[src/adc_acq_config.svh]
// ADC acquisition configuration: channel count, data widths and frame timing
`ifndef ADC_ACQ_CONFIG_SVH
`define ADC_ACQ_CONFIG_SVH

// **************************************************
// channel layout
// **************************************************
`define ADC_CHANNELS      8                     // total channels, must be even
`define ADC_MODULES       (`ADC_CHANNELS / 2)   // dual channel AD4003 modules
`define ADC_DATA_WIDTH    18                    // bits per conversion

// **************************************************
// stream word layout
// **************************************************
`define STREAM_WIDTH      128                   // c2h word
`define SLOT_WIDTH        32                    // one sample slot
`define SLOTS_PER_WORD    4
`define WORDS_PER_FRAME   (`ADC_CHANNELS / `SLOTS_PER_WORD)

// **************************************************
// frame timing in adc_read_clk cycles
// **************************************************
`define FRAME_CYCLES      32                    // one conversion frame
`define CNV_CYCLES        4                     // convert start width
`define SCK_START         8                     // first serial bit

`endif

[src/adc_acq_pkg.sv]
// ADC acquisition types shared by the sequencer, lanes, packer and top level
`include "adc_acq_config.svh"

package adc_acq_pkg;

   // one AD4003 result
   typedef logic [`ADC_DATA_WIDTH-1:0] adc_sample_t;

   // slot fields next to the sample
   typedef logic [5:0] chan_idx_t;        // up to 64 channels
   typedef logic [7:0] frame_seq_t;       // wraps every 256 frames

   // outgoing stream word
   typedef logic [`STREAM_WIDTH-1:0] stream_word_t;

   // position inside a frame
   typedef logic [$clog2(`FRAME_CYCLES)-1:0] frame_cnt_t;

   // conversion sequencer phases
   typedef enum logic [2:0] {
      SEQ_IDLE,      // waiting for acq_on
      SEQ_CONVERT,   // cnvst high
      SEQ_WAIT,      // conversion time
      SEQ_SHIFT,     // serial bits
      SEQ_DONE       // frame tail
   } seq_state_t;

   // packer buffer state
   typedef enum logic {
      PACK_EMPTY,
      PACK_SEND
   } pack_state_t;

endpackage

[src/conv_sequencer.sv]
// Conversion sequencer: soft trigger capture and per-frame AD4003 convert and serial clock
`timescale 1ns/10ps
`include "adc_acq_config.svh"

module conv_sequencer (
   input  logic adc_read_clk,
   input  logic control_reg_i,    // acquisition enable, low clears
   input  logic soft_trig_i,
   output logic acq_on_o,
   output logic adc_cnvst_o,
   output logic adc_sck_o,
   output logic bit_en_o,         // to every lane
   output logic frame_done_o      // to packer
);
   import adc_acq_pkg::*;

   // phase boundaries, last count of each phase
   localparam frame_cnt_t CNV_LAST   = frame_cnt_t'(`CNV_CYCLES - 1);
   localparam frame_cnt_t WAIT_LAST  = frame_cnt_t'(`SCK_START - 1);
   localparam frame_cnt_t SHIFT_LAST = frame_cnt_t'(`SCK_START + `ADC_DATA_WIDTH - 1);
   localparam frame_cnt_t FRAME_LAST = frame_cnt_t'(`FRAME_CYCLES - 1);

   logic [1:0] soft_trig_dly;       // [0] newer, [1] older
   seq_state_t state_q, state_d;
   frame_cnt_t cnt_q, cnt_d;

   // **************************************************
   // trigger edge and acquisition flag
   // **************************************************
   always_ff @(posedge adc_read_clk or negedge control_reg_i) begin
      if (!control_reg_i) begin
         soft_trig_dly <= 2'b11;    // a level already high is no edge
         acq_on_o      <= 1'b0;
      end else begin
         soft_trig_dly <= {soft_trig_dly[0], soft_trig_i};
         if (soft_trig_dly == 2'b01)
            acq_on_o <= 1'b1;       // sticky until enable drops
      end
   end

   // **************************************************
   // frame state machine
   // **************************************************
   always_comb begin
      state_d = state_q;
      cnt_d   = cnt_q + 1'b1;
      case (state_q)
         SEQ_IDLE: begin
            cnt_d = '0;
            if (acq_on_o)
               state_d = SEQ_CONVERT;   // count 0 of first frame
         end
         SEQ_CONVERT: if (cnt_q == CNV_LAST)   state_d = SEQ_WAIT;
         SEQ_WAIT:    if (cnt_q == WAIT_LAST)  state_d = SEQ_SHIFT;
         SEQ_SHIFT:   if (cnt_q == SHIFT_LAST) state_d = SEQ_DONE;
         SEQ_DONE: begin
            if (cnt_q == FRAME_LAST) begin
               state_d = SEQ_CONVERT;   // back to back frames
               cnt_d   = '0;
            end
         end
         default: begin
            state_d = SEQ_IDLE;
            cnt_d   = '0;
         end
      endcase
   end

   // outputs registered from the next phase so they line up with cnt_q
   always_ff @(posedge adc_read_clk or negedge control_reg_i) begin
      if (!control_reg_i) begin
         state_q      <= SEQ_IDLE;
         cnt_q        <= '0;
         adc_cnvst_o  <= 1'b0;
         adc_sck_o    <= 1'b0;
         bit_en_o     <= 1'b0;
         frame_done_o <= 1'b0;
      end else begin
         state_q      <= state_d;
         cnt_q        <= cnt_d;
         adc_cnvst_o  <= (state_d == SEQ_CONVERT);
         adc_sck_o    <= (state_d == SEQ_SHIFT);   // pad copy
         bit_en_o     <= (state_d == SEQ_SHIFT);   // lane copy
         frame_done_o <= (state_d == SEQ_DONE) && (state_q != SEQ_DONE);
      end
   end

   // readout only after the conversion wait, never during convert
   a_cnv_sck_excl: assert property (@(posedge adc_read_clk) disable iff (!control_reg_i)
      adc_sck_o |-> !adc_cnvst_o && (cnt_q > WAIT_LAST));

   // one packer capture per frame, right after the last serial bit
   a_done_pulse: assert property (@(posedge adc_read_clk) disable iff (!control_reg_i)
      frame_done_o |-> (cnt_q == SHIFT_LAST + 1'b1) ##1 !frame_done_o);

endmodule

[config.mk]
export PLATFORM = sky130hd
export DESIGN_NAME = conv_sequencer
export DESIGN_NICKNAME = d
export VERILOG_FILES = /design/src/adc_acq_pkg.sv /design/src/conv_sequencer.sv
export VERILOG_INCLUDE_DIRS = /design/src /design/src/src
export SDC_FILE = /design/constraint.sdc
export NUM_CORES = 1
export LEC_CHECK = 0
export ABC_AREA = 1
export BUFFER_PORTS_ARGS = -buffer_cell sky130_fd_sc_hd__buf_4
export CAP_MARGIN = 20
export CELL_PAD_IN_SITES_DETAIL_PLACEMENT = 1
export CELL_PAD_IN_SITES_GLOBAL_PLACEMENT = 2
export CORE_ASPECT_RATIO = 1.4
export CORE_UTILIZATION = 33
export CTS_CLUSTER_DIAMETER = 60
export DETAILED_ROUTE_END_ITERATION = 10
export PLACE_DENSITY_LB_ADDON = 0.15
export SETUP_SLACK_MARGIN = 0.4
export SLEW_MARGIN = 20
export SYNTH_ARGS = -nofsm -noshare
export SYNTH_HDL_FRONTEND = slang
export SYNTH_SLANG_ARGS = --single-unit
[constraint.sdc]
create_clock -name adc_read_clk -period 1.6 [get_ports adc_read_clk]
set_input_delay 0.32 -clock adc_read_clk [delete_from_list [all_inputs] [get_ports adc_read_clk]]
set_output_delay 0.32 -clock adc_read_clk [all_outputs]
set_load 0.01 [all_outputs]
Word level (Yosys, flattened, before mapping). Index checks and enable logic that the tools add are counted.

Flip-flop bits (word level): 14. Logic and storage cells: 32. Input bits: 3. Output and inout port bits: 5.

$add $sub $neg: 1. Reduce and logical (&&, ||, !) cells: 3. Equal/unequal tests: 13. Mux-type cells: 8.

Operators with widths (count): two-way mux 3 bit (5); case mux 3 bit (5 select lines) (1); == test 5 bit (second input constant) (2); case mux 5 bit (2 select lines) (1); == test 3 x 2 -> 1 bit (second input constant) (3); == test 3 x 1 -> 1 bit (second input constant) (2); == test 3 bit (second input constant) (2); adder 5 x 1 -> 5 bit (second input constant) (1); == test 5 x 2 -> 1 bit (second input constant) (1); == test 5 x 3 -> 1 bit (second input constant) (1); two-way mux 5 bit (1); zero test 3 bit (1); inequality test 3 bit (second input constant) (1); OR reduction 3 bit (1); == test 2 x 1 -> 1 bit (second input constant) (1); logical AND 1 bit (1).

Longest topological paths before layout.
Depth after elaboration: 5. Gate-level depth with buffers: 8. Depth with buffers taken out: 8.

Least setup slack after synthesis. OpenSTA, ideal clock, no wires.

Kind: register to register. Start point: register cnt_q[0]. End point: register adc_cnvst_o. Path slack: 0.247 ns. Arrival: 1.235 ns. Buffers on the path: 0. Setup time: 0.118 ns. Period minus slack after synthesis: 1.353 ns. Required time: 1.482 ns. Cell stages (with the launch flop): 9. Cells stage by stage: dfrtp_1 -> ha_1 -> nand2_1 -> nor2_1 -> ha_1 -> nand3_1 -> nand3_1 -> nor2_2 -> nor2_1.

Word-level cells in the longest chain between the ends: 4.

RTL lines: start, declared (RTL line conv_sequencer.sv:25) `frame_cnt_t cnt_q, cnt_d;`; start signal, assigned (RTL line conv_sequencer.sv:80) `cnt_q <= cnt_d;`; == test 5 bit (tied with other cells) (RTL line conv_sequencer.sv:57) `if (cnt_q == FRAME_LAST) begin`; two-way mux 3 bit (on tied branches); case mux 3 bit (5 select lines) (*) (RTL line conv_sequencer.sv:47) `case (state_q)`; == test 3 x 1 -> 1 bit (*) (RTL line conv_sequencer.sv:81) `adc_cnvst_o <= (state_d == SEQ_CONVERT);`; end signal, assigned (RTL line conv_sequencer.sv:81); end, declared (RTL line conv_sequencer.sv:10) `output logic adc_cnvst_o,`.

Every way passes the cells marked *; elsewhere a longest branch is shown, timed or not. A chain may end at the register's enable or synchronous reset.

Worst setup path after layout.
Start point: register cnt_q[1]. End point: register adc_cnvst_o.

The elaborated chain is that of the path after synthesis.

==> results_tabular.tex <==
\begin{tabular}{lr}
\hline
Metric & Value \\
\hline
\multicolumn{2}{l}{\textbf{Logic synthesis}} \\
Mapped Avg Cell Area & 9.31 µm² \\
Yosys synthesis warning count & 0 \\
Synthesis-stage register bit count & 14 \\
Asr flop ratio synth & 100\% \\
Number of flops mapped to enable cells by yosys & 0 \\
Syn Nets & 76 \\
Area of the mapped netlist & 652 µm² \\
Top cell type's share of synthesized area & 46.1\% \\
Largest area contributor in the netlist & sky130\_fd\_sc\_hd\_\_dfrtp\_1 \\
Ranking of synthesized cells by area & sky130\_fd\_sc\_hd\_\_dfrtp\_1 (46\%), sky130\_fd\_sc\_hd\_\_dfstp\_2 (8.1\%), sky130\_fd\_sc\_hd\_\_nor2\_1 (6.3\%) \\
Unique masters post-synth & 22 \\
Fraction of the yosys area taken by sequential cells & 54.1\% \\
Cell count after synthesis & 70 \\
Primary flip-flop cell chosen by synthesis mapping & sky130\_fd\_sc\_hd\_\_dfrtp\_1 \\
\multicolumn{2}{l}{\textbf{Power}} \\
Internal power & 815 µW \\
Pwr dens & 1630 nW/µm² \\
Leakage dissipation & 0.409 nW \\
Net Sw Frac & 41.1\% \\
Max rail drop VDD & 0.689 mV \\
Part of the power in the clock network & 14.4\% \\
Total power consumption of the routed design & 1.38 mW \\
Combinational power share & 45.2\% \\
Power share of the sequential group & 40.4\% \\
NetSw & 569 µW \\
\multicolumn{2}{l}{\textbf{Drt}} \\
Routed vias & 494 \\
Detailed Route Iter0 Violations & 0 \\
Wire per inst & 12.4 µm \\
Antenna Violating Nets Remaining & 0 \\
Via density per instance & 4.75 \\
DRC Markers & 0 \\
Total detailed-routing wirelength & 1290 µm \\
Number of search-and-repair iterations in the first detailed-routing pass & 1 \\
\multicolumn{2}{l}{\textbf{GRT}} \\
Wire length of the first global-routing pass & 2180 µm \\
Via count of the first global-routing pass & 507 \\
Antenna violations before repair & 0 \\
Total GRT Usage & 16.1\% \\
GRT overflow & 0 \\
Maximum number of pins on one net before global-route repair & 15 \\
\multicolumn{2}{l}{\textbf{Job}} \\
Number of max-capacitance violations reported & 0 \\
\multicolumn{2}{l}{\textbf{Timing}} \\
Final Critical Period & 1.30 ns \\
Final clock period utilization by the worst path & 81.5\% \\
Rel. slew slack & 81.7\% \\
Final number of setup-violating endpoints & 0 \\
Final Hold Viols & 0 \\
Final setup margin & 0.296 ns \\
Setup TNS after final layout & 0 ns \\
Max frequency & 767 MHz \\
RSZ-0062 raised after global routing & true \\
Post-route clock skew & 0.00116 ns \\
Number of max-slew violations in the final report & 0 \\
Worst-Margin Slew & 0.271 ns \\
\multicolumn{2}{l}{\textbf{Critical path}} \\
Highest fanout seen on the critical path & 3 \\
Cell with the largest stage delay on the worst path & sky130\_fd\_sc\_hd\_\_dfrtp\_1 \\
Largest stage delay on the critical path & 0.43 ns \\
Cells along the critical path & ha\_4 -> nand2\_4 -> nor2\_4 -> ha\_4 -> nand3\_2 -> nand3\_2 -> nor2\_4 -> nor2\_1 \\
Setup Crit Path Kind & reg2reg \\
Critical path launch point type & register \\
Arr. time, crit path & 1.48 ns \\
Type of destination of the critical path & register \\
Required time of the critical path & 1.78 ns \\
\multicolumn{2}{l}{\textbf{Final layout}} \\
Ratio of cells with drive above 1 in the final layout & 42.9\% \\
Layout Nets & 92 \\
Number of fillers in the final layout & 208 \\
Summed area of non-filler cells in the final layout & 850 µm² \\
ANT cells & 0 \\
Area overhead of the layout relative to synthesis & 30.3\% \\
\multicolumn{2}{l}{\textbf{Status}} \\
Result of the run & completed \\
\multicolumn{2}{l}{\textbf{Floorplanning}} \\
Die width & 39.6 µm \\
Initial Util & 36.2\% \\
Number of placement rows & 18 \\
I/O pin cnt & 8 \\
Floorplan die height & 54.6 µm \\
Total Die Area & 2160 µm² \\
Core area & 1800 µm² \\
\multicolumn{2}{l}{\textbf{Placed design}} \\
Post-Place Cell Area & 727 µm² \\
Number of port buffers & 7 \\
Worst slack, placed & 0.183 ns \\
Estimated wirelength of the detail-placed design & 950 µm \\
Placer congestion estimate & 0.666 \\
\multicolumn{2}{l}{\textbf{CTS}} \\
CTS buffer count & 3 \\
CTS clock-pin slew for the worst setup and hold paths & 0.08 ns \\
Number of sinks on the clock net & 14 \\
Clock tree from TritonCTS & yes \\
Clock latency of the later-clocked register in the worst-skew pair & 0.28 ns \\
H-tree levels & 1 \\
Root Buffer Master & sky130\_fd\_sc\_hd\_\_clkbuf\_4 \\
Number of buffers on the longest clock path & 2 \\
\multicolumn{2}{l}{\textbf{Worst hold path}} \\
Classification of the worst-slack hold path & in2reg \\
\hline
\end{tabular}
layout by cell type, fill, tap and decap left out:
| cell type | instances |
|---|---|
| sky130_fd_sc_hd__dfrtp_1 | 12 |
| sky130_fd_sc_hd__buf_4 | 11 |
| sky130_fd_sc_hd__nor2_1 | 10 |
| sky130_fd_sc_hd__inv_1 | 7 |
| sky130_fd_sc_hd__nand2_1 | 6 |
| sky130_fd_sc_hd__nor2_2 | 3 |
| sky130_fd_sc_hd__inv_2 | 3 |
| sky130_fd_sc_hd__nand2_2 | 3 |
| sky130_fd_sc_hd__nand3_1 | 3 |
| sky130_fd_sc_hd__clkbuf_4 | 3 |
| sky130_fd_sc_hd__nand2_4 | 2 |
| sky130_fd_sc_hd__nor2_4 | 2 |
| sky130_fd_sc_hd__nand3_2 | 2 |
| sky130_fd_sc_hd__ha_4 | 2 |
| sky130_fd_sc_hd__dfstp_2 | 2 |
| sky130_fd_sc_hd__nand4_1 | 1 |
| sky130_fd_sc_hd__o22ai_1 | 1 |
| sky130_fd_sc_hd__nor3_2 | 1 |
| sky130_fd_sc_hd__nand3b_1 | 1 |
| sky130_fd_sc_hd__or2_2 | 1 |
| sky130_fd_sc_hd__o21ai_0 | 1 |
| sky130_fd_sc_hd__o21ai_1 | 1 |
| sky130_fd_sc_hd__a21oi_2 | 1 |
| sky130_fd_sc_hd__xor2_1 | 1 |
| sky130_fd_sc_hd__a21boi_1 | 1 |
| sky130_fd_sc_hd__o21bai_1 | 1 |
| sky130_fd_sc_hd__ha_1 | 1 |
| sky130_fd_sc_hd__dlygate4sd3_1 | 1 |
path summary, 6_finish.rpt:
check | start | endpoint | slack, ns | depth (start not counted)
worst min-delay path | soft_trig_i | soft_trig_dly[0] | 0.14 | 1
min in group asynchronous | control_reg_i | acq_on_o | 0.41 | 2
max in group asynchronous | control_reg_i | soft_trig_dly[1] | 0.95 | 2
worst max register to register | cnt_q[1] | adc_cnvst_o | 0.30 | 8
worst max-delay path | cnt_q[1] | adc_cnvst_o | 0.30 | 8
worst min register to register | soft_trig_dly[0] | soft_trig_dly[1] | 0.37 | 0
flip-flops by register name (all words and copies together), names as in the netlist:
register and count:
cnt_q 5, adc_cnvst_o 1, bit_en_o 1, soft_trig_dly 2
frame_done_o 1, state_q 3, acq_on_o 1
metal layers:
metal  global-route usage [%]  vias up  part of all wire, %
met4                     12.1        0                  3.7
met1                     16.2      230                   38
li1                         -      250                    -
met2                     26.8        9                   55
met5                        0        -                    0
met3                     4.88        5                  3.5
what timing repair did:
action                                  4_1_cts  5_1_grt
hold endpoints to repair                     12        0
buffers inserted                              3        1
hold buffers                                  1        0
pin swaps                                     4        2
endpoints found under the setup margin        9       10
resized for setup                             9        5
worst max-delay path: cells and delay by family (launching register included):
kind	cells	cell delay (ns)
DFF	1	0.43
and+or+nand+nor	6	0.42
adders and majority gates	2	0.35
power by group through the flow:
stage	logic, mW	clock network (mW)	registers, mW
after global placement	0.492	0	0.555
after CTS	0.592	0.206	0.548
final	0.625	0.200	0.559
after global routing	0.709	0.224	0.575
after floorplan	0.368	0	0.549
after detailed placement	0.499	0	0.559
through the flow:
stage,std cells,util [%],hold WS [ns]
global route,104,47.2,0.118
global placement,96,40.3,0.178
finish,104,47.2,0.136
CTS,103,45.3,0.133
detailed placement,96,40.3,0.178
floorplan,70,-,0.0244
cells in the mapped netlist (2+ instances only):
library cell / number
sky130_fd_sc_hd__dfrtp_1: 12
sky130_fd_sc_hd__nor2_1: 11
sky130_fd_sc_hd__nand2_1: 9
sky130_fd_sc_hd__inv_1: 8
sky130_fd_sc_hd__nand3_1: 5
sky130_fd_sc_hd__nor2_2: 4
sky130_fd_sc_hd__ha_1: 3
sky130_fd_sc_hd__dfstp_2: 2
sky130_fd_sc_hd__inv_2: 2
sky130_fd_sc_hd__nand2_2: 2
kinds of logic after synthesis:
group	after synthesis	synth area share, %
and+or+nand+nor	35	25.7
xor gates and xnor gates	1	1.34
adders and majority gates	3	5.76
AOI/OAI and AO/OA	6	6.14
buffers and inverters	11	6.91
DFF	14	54.1
area by class of cell:
cell class / instances / area [µm²] / area share (%)
multi-input combinational: 45 / 319 / 37.6
tap: 20 / 25.0 / 2.95
inverter: 10 / 37.5 / 4.42
clock buffer: 3 / 22.5 / 2.65
sequential: 14 / 353 / 41.5
timing repair buffer: 12 / 92.6 / 10.9
Note: power is estimated with default switching activity, not from simulation.
