`src/adc_acq_config.svh`:
```
// ADC acquisition configuration: channel count, data widths and frame timing
`ifndef ADC_ACQ_CONFIG_SVH
`define ADC_ACQ_CONFIG_SVH

// **************************************************
// channel layout
// **************************************************
`define ADC_CHANNELS      8                     // total channels, must be even
`define ADC_MODULES       (`ADC_CHANNELS / 2)   // dual channel AD4003 modules
`define ADC_DATA_WIDTH    18                    // bits per conversion

// **************************************************
// stream word layout
// **************************************************
`define STREAM_WIDTH      128                   // c2h word
`define SLOT_WIDTH        32                    // one sample slot
`define SLOTS_PER_WORD    4
`define WORDS_PER_FRAME   (`ADC_CHANNELS / `SLOTS_PER_WORD)

// **************************************************
// frame timing in adc_read_clk cycles
// **************************************************
`define FRAME_CYCLES      32                    // one conversion frame
`define CNV_CYCLES        4                     // convert start width
`define SCK_START         8                     // first serial bit

`endif

```
`src/adc_acq_pkg.sv`:
```
// ADC acquisition types shared by the sequencer, lanes, packer and top level
`include "adc_acq_config.svh"

package adc_acq_pkg;

   // one AD4003 result
   typedef logic [`ADC_DATA_WIDTH-1:0] adc_sample_t;

   // slot fields next to the sample
   typedef logic [5:0] chan_idx_t;        // up to 64 channels
   typedef logic [7:0] frame_seq_t;       // wraps every 256 frames

   // outgoing stream word
   typedef logic [`STREAM_WIDTH-1:0] stream_word_t;

   // position inside a frame
   typedef logic [$clog2(`FRAME_CYCLES)-1:0] frame_cnt_t;

   // conversion sequencer phases
   typedef enum logic [2:0] {
      SEQ_IDLE,      // waiting for acq_on
      SEQ_CONVERT,   // cnvst high
      SEQ_WAIT,      // conversion time
      SEQ_SHIFT,     // serial bits
      SEQ_DONE       // frame tail
   } seq_state_t;

   // packer buffer state
   typedef enum logic {
      PACK_EMPTY,
      PACK_SEND
   } pack_state_t;

endpackage

```
`src/ad4003_lane.sv`:
```
// AD4003 dual channel lane: two serial shift registers and the held sample pair
`timescale 1ns/10ps
`include "adc_acq_config.svh"

module ad4003_lane (
   input  logic                     adc_read_clk,
   input  logic                     control_reg_i,
   input  logic                     bit_en_i,      // one bit per enabled edge
   input  logic                     sdo_cha_i,     // channel A serial data
   input  logic                     sdo_chb_i,     // channel B serial data
   output adc_acq_pkg::adc_sample_t sample_a_o,
   output adc_acq_pkg::adc_sample_t sample_b_o
);
   import adc_acq_pkg::*;

   localparam int BIT_CNT_W = $clog2(`ADC_DATA_WIDTH);
   localparam logic [BIT_CNT_W-1:0] LAST_BIT = BIT_CNT_W'(`ADC_DATA_WIDTH - 1);

   // the final bit goes straight into the hold register
   logic [`ADC_DATA_WIDTH-2:0] shift_a;
   logic [`ADC_DATA_WIDTH-2:0] shift_b;
   logic [BIT_CNT_W-1:0]       bit_cnt;
   logic                       last_bit;

   assign last_bit = bit_en_i && (bit_cnt == LAST_BIT);   // 18th edge

   // msb first shift
   always_ff @(posedge adc_read_clk) begin
      if (bit_en_i) begin
         shift_a <= {shift_a[`ADC_DATA_WIDTH-3:0], sdo_cha_i};
         shift_b <= {shift_b[`ADC_DATA_WIDTH-3:0], sdo_chb_i};
      end
   end

   // bits received in this frame
   always_ff @(posedge adc_read_clk or negedge control_reg_i) begin
      if (!control_reg_i)
         bit_cnt <= '0;
      else if (last_bit)
         bit_cnt <= '0;
      else if (bit_en_i)
         bit_cnt <= bit_cnt + 1'b1;
   end

   // completed pair, stable while the next frame shifts in
   always_ff @(posedge adc_read_clk) begin
      if (last_bit) begin
         sample_a_o <= adc_sample_t'({shift_a, sdo_cha_i});
         sample_b_o <= adc_sample_t'({shift_b, sdo_chb_i});
      end
   end

   // the sequencer burst never outruns one sample
   a_burst_len: assert property (@(posedge adc_read_clk) disable iff (!control_reg_i)
      $rose(bit_en_i) |-> ##[1:`ADC_DATA_WIDTH] !bit_en_i);

endmodule

```
`config.mk`:
```
export PLATFORM = sky130hd
export DESIGN_NAME = ad4003_lane
export DESIGN_NICKNAME = d
export VERILOG_FILES = /design/src/adc_acq_pkg.sv /design/src/ad4003_lane.sv
export VERILOG_INCLUDE_DIRS = /design/src /design/src/src
export SDC_FILE = /design/constraint.sdc
export NUM_CORES = 1
export LEC_CHECK = 0
export BUFFER_PORTS_ARGS = -buffer_cell sky130_fd_sc_hd__clkbuf_2
export CELL_PAD_IN_SITES_DETAIL_PLACEMENT = 1
export CELL_PAD_IN_SITES_GLOBAL_PLACEMENT = 1
export CORE_MARGIN = 8
export CORE_UTILIZATION = 50
export CTS_CLUSTER_SIZE = 28
export DETAILED_ROUTE_END_ITERATION = 6
export GPL_TIMING_DRIVEN = 0
export HOLD_SLACK_MARGIN = 0.05
export PLACE_DENSITY_LB_ADDON = 0.2
export SYNTH_ARGS = -nofsm -noshare
export SYNTH_HDL_FRONTEND = slang
export SYNTH_SLANG_ARGS = --single-unit
```
`constraint.sdc`:
```
create_clock -name adc_read_clk -period 3.7 [get_ports adc_read_clk]
set_input_delay 0.74 -clock adc_read_clk [delete_from_list [all_inputs] [get_ports adc_read_clk]]
set_output_delay 0.74 -clock adc_read_clk [all_outputs]
set_load 0.05 [all_outputs]
```
; Yosys cells after proc, flatten, opt, wreduce, memory -nomap -nowiden
; Index checks and enable logic that the tools add are counted.
[word_totals]
reg_bits = 75
latch_bits = 0
mem_bits_rw = 0
romBits = 0
inputBits = 5
out_inout_bits = 36
word_cells = 11
mem_count = 0
[classes]
n_addsub = 1
n_mul = 0
div_mod_pow = 0
magnitude_cmp = 0
n_eq_ne = 1
n_shift = 0
n_mux = 2
bitwise_logic = 0
reduce_logical = 2
[ops]
columns = operator, count
row1 = $mux W5, 2
row2 = $add A5 B1 Y5 const B, 1
row3 = $eq A5 B5 Y1 const B, 1
row4 = $reduce_bool A2 Y1, 1
row5 = $logic_and A1 B1 Y1, 1

; Depth between registers and ports, before layout
; Gate-level depths: netlist of the first run.
[logic_depth]
ltp_word = 3
mapped_depth = 5
ltp_nobuf = 5

; Worst setup path before layout of the first run
; Ideal clock, no wire load.
[synth_timing]
path_kind = input -> register
start = input bit_en_i
end = register sample_a_o[0], enable pin
arrival_time_ns = 1.885
slack_ns = 1.413
cell_stages = 2
n_path_buf = 0
path_cell_list = nand3b_2 -> nor3b_4
[synth_between]
elab_chain_cells = 1
[synth_rtl]
columns = element, line
row1 = "start, declared", ad4003_lane.sv:8  ; input logic bit_en_i,
row2 = $logic_and A1 B1 Y1, ad4003_lane.sv:25  ; assign last_bit = bit_en_i && (bit_cnt == LAST_BIT);
row3 = net last_bit, ad4003_lane.sv:23  ; logic last_bit;
row4 = "end signal, assigned", ad4003_lane.sv:48  ; sample_a_o <= adc_sample_t'({shift_a, sdo_cha_i});
row5 = "end, declared", ad4003_lane.sv:11  ; output adc_acq_pkg::adc_sample_t sample_a_o,
; The timed path passes the listed nets, and every way through them passes these cells.
; A chain may end at the register's enable or synchronous reset.

; Final worst setup path of the first run
[layout_timing]
start = input bit_en_i
end = register sample_b_o[6], enable pin
[layout_between]
elab_chain_cells = 1
[layout_rtl]
columns = element, line
row1 = $logic_and A1 B1 Y1, ad4003_lane.sv:25
row2 = net last_bit, ad4003_lane.sv:23
row3 = "end signal, assigned", ad4003_lane.sv:49  ; sample_b_o <= adc_sample_t'({shift_b, sdo_chb_i});
row4 = "end, declared", ad4003_lane.sv:12  ; output adc_acq_pkg::adc_sample_t sample_b_o
; The timed path passes the listed nets, and every way through them passes these cells.

==> results.md, run 1 <==
* Status: finished, final reports clean
* Fillers at 404
* Post-cts hold buffer count at 0
* Antenna Diode Count at 0
* IO buf count at 40
* Synth top area share at 88.5%
* Worst EP required at 3.75 ns
* CP max stage delay at 0.72 ns
* Reg clk slew, reported paths at approximately 0.07 ns
* Yosys warns at 0
* RSZ-0062 raised after global routing: false
* Pin count of the biggest net entering global routing at 43
* Worst Max-Slew Pin Slew at between 0.9 and 1 ns
* DR vias/cell at 5.00
* WL/cell at approximately 17 um
* Postcts setup bufs at 0
* Max-Cap Viols at 0
* Clock network fraction of total power at 34.6%
* Seq pwr share at 61.0%
* CTS Buffer Depth at 2
* Worst slack on hold paths at approximately 0.21 ns
* Final Max Tran Viols at 0
* Crit path depth at 5
* First-pass GRT wire length at 5.62 mm
* Vias in the first global route at 1084
* Mapped Area at 2370 um2
* Die ar. at 7210 um2
* ANT nets after route at 0
* Initial DRC Count at 58
* Syn nets at 102
* Seq/Total Area, Yosys at 93.8%
* Post-synth cell types at 17
* R2r setup slk at 1.68 ns
* CTS H-tree depth at 3
* Number of nets in the final layout at ~160
* EDFF count, synth at 70
* Remaining DRCs at 0
* Startpoint Class: primary input
* Global-route usage over all layers at a little over a tenth
* Register Area at roughly 2200 um2
* Count leader, synth: edfxtp_1
* PostCTS Resize Cnt at 0
* Commonest cells in the netlist: edfxtp_1 (70), dfrtp_1 (5), nand2b_1 (3)
* Gate power share at 4.3%
* CP max-delay cell: clkbuf_2
* Final setup fails at 0
* R2R depth at 6
* Dpl hpwl at about 2.3 mm
* Worst Setup End Kind: register
* Layout cells sized above 1 at 37.3%
* Switching portion of total power at 20.9%
* Setup tns final at 0 ns
* Crit path cell chain: clkbuf_2 -> nand3b_2 -> nor3b_4 -> buf_8 -> buf_16
* Chip width at 84.9 um
* Crit path DAT at 2.67 ns
* CTS tree: built
* Non-Filler Instances at ~210
* Cell area power density at 577 nW/um2
* Fin Clk Skew at 0.00552 ns
* CORE AREA at 4660 um2
* WP buf/inv at 3
* Routed wire length at 3.53 mm
* Multi-input combinational cell area at 144 um2
* Leak pwr at 1.06 nW
* Global placement routability congestion at 0.641
* WS Path Type: primary input to register
* Row cnt at 25
* # IOs at 41
* Clk sinks at 75
* Hold WC Path Type: primary input to asynchronous set/reset pin
* CP Max Fanout at 42
* Seq cells post-synth at 75
* Primary FF master, synth: edfxtp_1
* Initial Util at 51.0%
* Final hold vios at 0
* Period utilization at between 70% and 80%
* Top area cells in the synthesized netlist: edfxtp_1 (89%), dfrtp_1 (5.3%), ha_1 (1.1%)
* GR Overflow Total at 0
* Internal Power at roughly 1.3 mW
* Net Switching at roughly 0.35 mW
* Area Overhead vs Synth at 20.8%
* Max transition margin at 34.9%
* Latest clock arrival within the worst-skew pair at 0.33 ns
* Placed cell count at 191
* Area leader, netlist: edfxtp_1
* Syn Area/Cell at between 20 and 25 um2
* Via Count at 1036
* Cts bufs inserted at 9
* Peak supply drop at 346 uV
* Fmax at about 0.38 GHz
* Post-Synthesis Cells at 95
* CP delay by family, top: buffers and inverters
* Die Ht at around 85 um
* Initial antenna violation count at 0
* Tmin final at about 2.6 ns
* TritonRoute pass-1 iters at 3
* Root Driver: clkbuf_8
* Asr flop ratio synth at 6.67%
power by group through the flow:
stage,Clock (mW),Combinational (mW),Sequential (mW)
floorplan,0,0.0429,1.03
global placement,0,0.0663,1.02
detailed placement,0,0.0728,1.03
CTS,0.595,0.0736,1.01
global route,0.624,0.0820,1.02
finish,0.573,0.0714,1.01
layer usage:
| layer | up-vias | wire (um) | global-route usage (%) |
|---|---|---|---|
| met5 | - | 0 | 0 |
| met4 | 0 | 43 | 4.85 |
| met3 | 5 | 300 | 6.56 |
| met2 | 35 | 1690 | 15.5 |
| met1 | 515 | 1500 | 11.8 |
| li1 | 481 | - | - |
cell type report:
class / count / share of cell area [%]
sequential: 75 / 77.7
timing repair buffer: 42 / 8.46
multi-input combinational: 19 / 5.02
clock buffer: 9 / 4.32
tap: 54 / 2.36
clock inverter: 7 / 2.05
inverter: 1 / 0.131
worst register-to-register path, delay by kind of cell, from the launching register on:
kind | cells | cell delay, ns
flip-flops | 1 | 0.39
adder cells (fa/ha/maj) | 1 | 0.17
buffers and inverters | 3 | 0.50
AND/OR/NAND/NOR | 2 | 0.66
through the flow:
step           power [mW]  cell area (um2)  setup WS, ns  util [%]
3_5_place_dp         1.10             2690         0.663      57.6
6_report             1.65             2870          1.08      61.5
5_1_grt              1.72             2870         0.923      61.5
2_1_floorplan        1.07             2370          1.41         -
3_3_place_gp         1.09             2640         0.144      56.7
4_1_cts              1.68             2870          1.04      61.5
state kept, by name, indices dropped and copies added, names as in the netlist:
signal      flops
sample_b_o     18
shift_a        17
bit_cnt         5
shift_b        17
sample_a_o     18
cell families (layout without fill, tap and decap cells):
family / count (synthesis) / count (layout) / share of synthesized area (%)
AOI/OAI and AO/OA: 3 / 3 / 0.685
and+or+nand+nor: 11 / 11 / 3.16
muxes: 1 / 1 / 0.422
buffers and inverters: 1 / 59 / 0.158
DFF: 75 / 75 / 93.8
xor gates and xnor gates: 2 / 2 / 0.738
adders and majority gates: 2 / 2 / 1.05
worst paths after layout:
kind | start | endpoint
worst max-delay path | bit_en_i | sample_b_o[6]
worst min-delay path | control_reg_i | bit_cnt[3]
worst max register to register | bit_cnt[1] | sample_b_o[6]
worst min register to register | shift_a[16] | sample_a_o[17]
max in group asynchronous | control_reg_i | bit_cnt[4]
min in group adc_read_clk | shift_a[16] | sample_a_o[17]
cells in the final DEF, fill, tap and decap left out, drive strengths merged:
cell,instances
dfrtp,5
a21oi,1
nand2,2
mux2i,1
clkinvlp,1
edfxtp,70
o21ai,1
bufinv,1
nor2,2
xnor2,1
xor2,1
o22ai,1
nor3b,1
buf,2
nand4,1
clkbuf,49
clkinv,5
ha,2
inv,1
nand2b,3
nand3,1
nand3b,1
No activity file was read; power rests on OpenSTA's default activity.
==> inputs of run 2 (changes only) <==
--- a/config.mk
+++ b/config.mk
@@ -6,11 +6,12 @@
 export SDC_FILE = /design/constraint.sdc
 export NUM_CORES = 1
 export LEC_CHECK = 0
+export ABC_AREA = 1
 export BUFFER_PORTS_ARGS = -buffer_cell sky130_fd_sc_hd__clkbuf_2
 export CELL_PAD_IN_SITES_DETAIL_PLACEMENT = 1
 export CELL_PAD_IN_SITES_GLOBAL_PLACEMENT = 1
 export CORE_MARGIN = 8
-export CORE_UTILIZATION = 50
+export CORE_UTILIZATION = 42
 export CTS_CLUSTER_SIZE = 28
 export DETAILED_ROUTE_END_ITERATION = 6
 export GPL_TIMING_DRIVEN = 0
==> constraint.sdc (replaced) <==
create_clock -name adc_read_clk -period 2.4 [get_ports adc_read_clk]
set_input_delay 0.48 -clock adc_read_clk [delete_from_list [all_inputs] [get_ports adc_read_clk]]
set_output_delay 0.48 -clock adc_read_clk [all_outputs]
set_load 0.05 [all_outputs]
==> results.md, run 2 <==
* Status: finished, final reports clean
* Final hold vios at 0
* Hold Crit Start: sdo_chb_i
* Period utilization at 90.9%
* Count leader, synth: edfxtp_1
* Worst Setup End Kind: register
* Final Max Tran Viols at 0
* Primary FF master, synth: edfxtp_1
* Area Overhead vs Synth at 20.6%
* Pin count of the biggest net entering global routing at 40
* First-pass GRT wire length at 5.85 mm
* Worst Max-Slew Pin Slew at 0.971 ns
* Clk sinks at 75
* Routed wire length at 3.61 mm
* # IOs at 41
* R2R Path End: sample_a_o[17]
* Seq/Total Area, Yosys at 93.0%
* Setup tns final at 0 ns
* EDFF count, synth at 70
* CP max stage delay at 0.71 ns
* Antenna Diode Count at 0
* Vias in the first global route at 1151
* Row cnt at 27
* Die Ht at 91.5 um
* Mapped Area at ~2400 um2
* Commonest cells after routing, fill and taps aside: edfxtp_1 (70), clkbuf_2 (40), nand2_1 (10)
* Max transition margin at 35.3%
* Commonest cells in the netlist: edfxtp_1 (70), nand2_1 (10), dfrtp_1 (5), inv_1 (5), nor2_1 (5)
* Top area cells in the synthesized netlist: edfxtp_1 (88%), dfrtp_1 (5.2%), nand2_1 (1.6%)
* Post-synth cell types at 12
* Worst flop-to-flop path startpoint: bit_cnt[1]
* CTS Buffer Depth at 2
* Chip width at 91.5 um
* Remaining DRCs at 0
* Global placement routability congestion at between 0.6 and 0.7
* ANT nets after route at 0
* Worst Hold End: shift_b[0]
* Most common cell after layout, fill and taps aside: edfxtp_1
* Initial DRC Count at 54
* IO buf count at 40
* Fmax at 0.459 GHz
* CP Max Fanout at 39
* Fillers at 530
* Dpl hpwl at around 2.4 mm
* Initial Util at 43.5%
* Asr flop ratio synth at between 6 and 7%
* WS Path Type: primary input to register
* Post-cts hold buffer count at 1
* Crit path cell chain: clkbuf_2 -> nand3_1 -> nor2_4 -> buf_16
* RSZ-0062 raised after global routing: false
* PostCTS Resize Cnt at 0
* Cell area power density at between 900 and 1000 nW/um2
* Root Driver: clkbuf_8
* Syn Area/Cell at 22.2 um2
* Postcts setup bufs at 0
* Hold WC Path Type: primary input to register
* TritonRoute pass-1 iters at 3
* Syn nets at roughly 120
* CORE AREA at ~5500 um2
* WL/cell at 15.2 um
* R2R depth at 5
* Leak pwr at approximately 1.1 nW
* Crit path DAT at 2.21 ns
* Post-Synthesis Cells at 108
* Reg clk slew, reported paths at 0.07 ns
* DR vias/cell at 4.48
* Global-route usage over all layers at 9.34%
* Initial antenna violation count at 0
* Hold depth at 1
* Worst Setup SP: bit_en_i
* Peak supply drop at 442 uV
* GR Overflow Total at 0
* Yosys warns at 0
* Die ar. at 8370 um2
* Worst EP required at 2.43 ns
* Worst slack on hold paths at 0.337 ns
* Startpoint Class: primary input
* Synth top area share at 87.8%
* CTS tree: built
* Layout cells sized above 1 at between 30% and 40%
* R2r setup slk at 0.59 ns
* Tmin final at 2.18 ns
* Final setup fails at 0
* CP max-delay cell: clkbuf_2
* Seq cells post-synth at 75
* CTS H-tree depth at 3
* Max-Cap Viols at 0
* Latest clock arrival within the worst-skew pair at 0.33 ns
* Number of nets in the final layout at 168
* Largest regs: sample_a_o x18, sample_b_o x18
* Fin Clk Skew at around 0.0043 ns
* Cts bufs inserted at 9
* Via Count at between 1000 and 1500
* Area leader, netlist: edfxtp_1
## run 2: worst max path at each step
stage / slack (ns) / cells after the start / endpoint
3_3_place_gp: -0.86 / 3 / sample_a_o[3]
3_5_place_dp: -0.19 / 4 / sample_b_o[16]
5_1_grt: 0.05 / 4 / sample_a_o[12]
4_1_cts: 0.19 / 4 / sample_b_o[11]
6_report: 0.22 / 4 / sample_a_o[17]
2_1_floorplan: 0.31 / 4 / sample_a_o[0]
## run 2: through the flow
stage	power (mW)	utilization (%)	cell area (um2)	instances	setup WS, ns
2_1_floorplan	1.77	-	2390	108	0.314
3_3_place_gp	1.83	48.7	2680	220	-0.856
3_5_place_dp	1.87	49.3	2720	221	-0.185
4_1_cts	2.64	52.4	2890	238	0.190
5_1_grt	2.73	52.4	2890	238	0.0509
6_report	2.60	52.4	2890	238	0.219
## run 2: power breakdown
group	leakage, nW	internal (mW)	total (mW)	switching [mW]
Clock	0.0771	0.364	0.769	0.405
Combinational	0.277	0.0654	0.232	0.166
Sequential	0.717	1.54	1.60	0.0637
## run 2: layout make-up
type | count | area, um2 | area share (%)
clock buffers | 10 | 128 | 4.42
clock inverters | 6 | 32.5 | 1.13
inverters | 6 | 22.5 | 0.780
multi-input cells | 27 | 149 | 5.16
flip-flops and latches | 75 | 2230 | 77.2
well taps | 72 | 90.1 | 3.12
repair buffers | 42 | 238 | 8.24
## run 2: layer usage
metal | global-route usage (%) | vias to the layer above | part of all wire (%)
met4 | 6.96 | 0 | 1.9
met5 | 0 | - | 0
li1 | - | 505 | -
met2 | 14.2 | 34 | 49
met1 | 9.82 | 519 | 42
met3 | 4.69 | 8 | 7.1
## run 2: worst max-delay path, delay by kind of cell
| family | cells | cell delay [ns] |
|---|---|---|
| buf+inv | 2 | 0.94 |
| simple gates | 2 | 0.75 |
## run 2: cell families after synthesis
| group | share of synthesized area [%] |
|---|---|
| AO/OA/AOI/OAI | 0.418 |
| XOR/XNOR | 0.732 |
| adder cells (fa/ha/maj) | 1.05 |
| buffers and inverters | 0.941 |
| flip-flops | 93.0 |
| AND/OR/NAND/NOR | 3.82 |
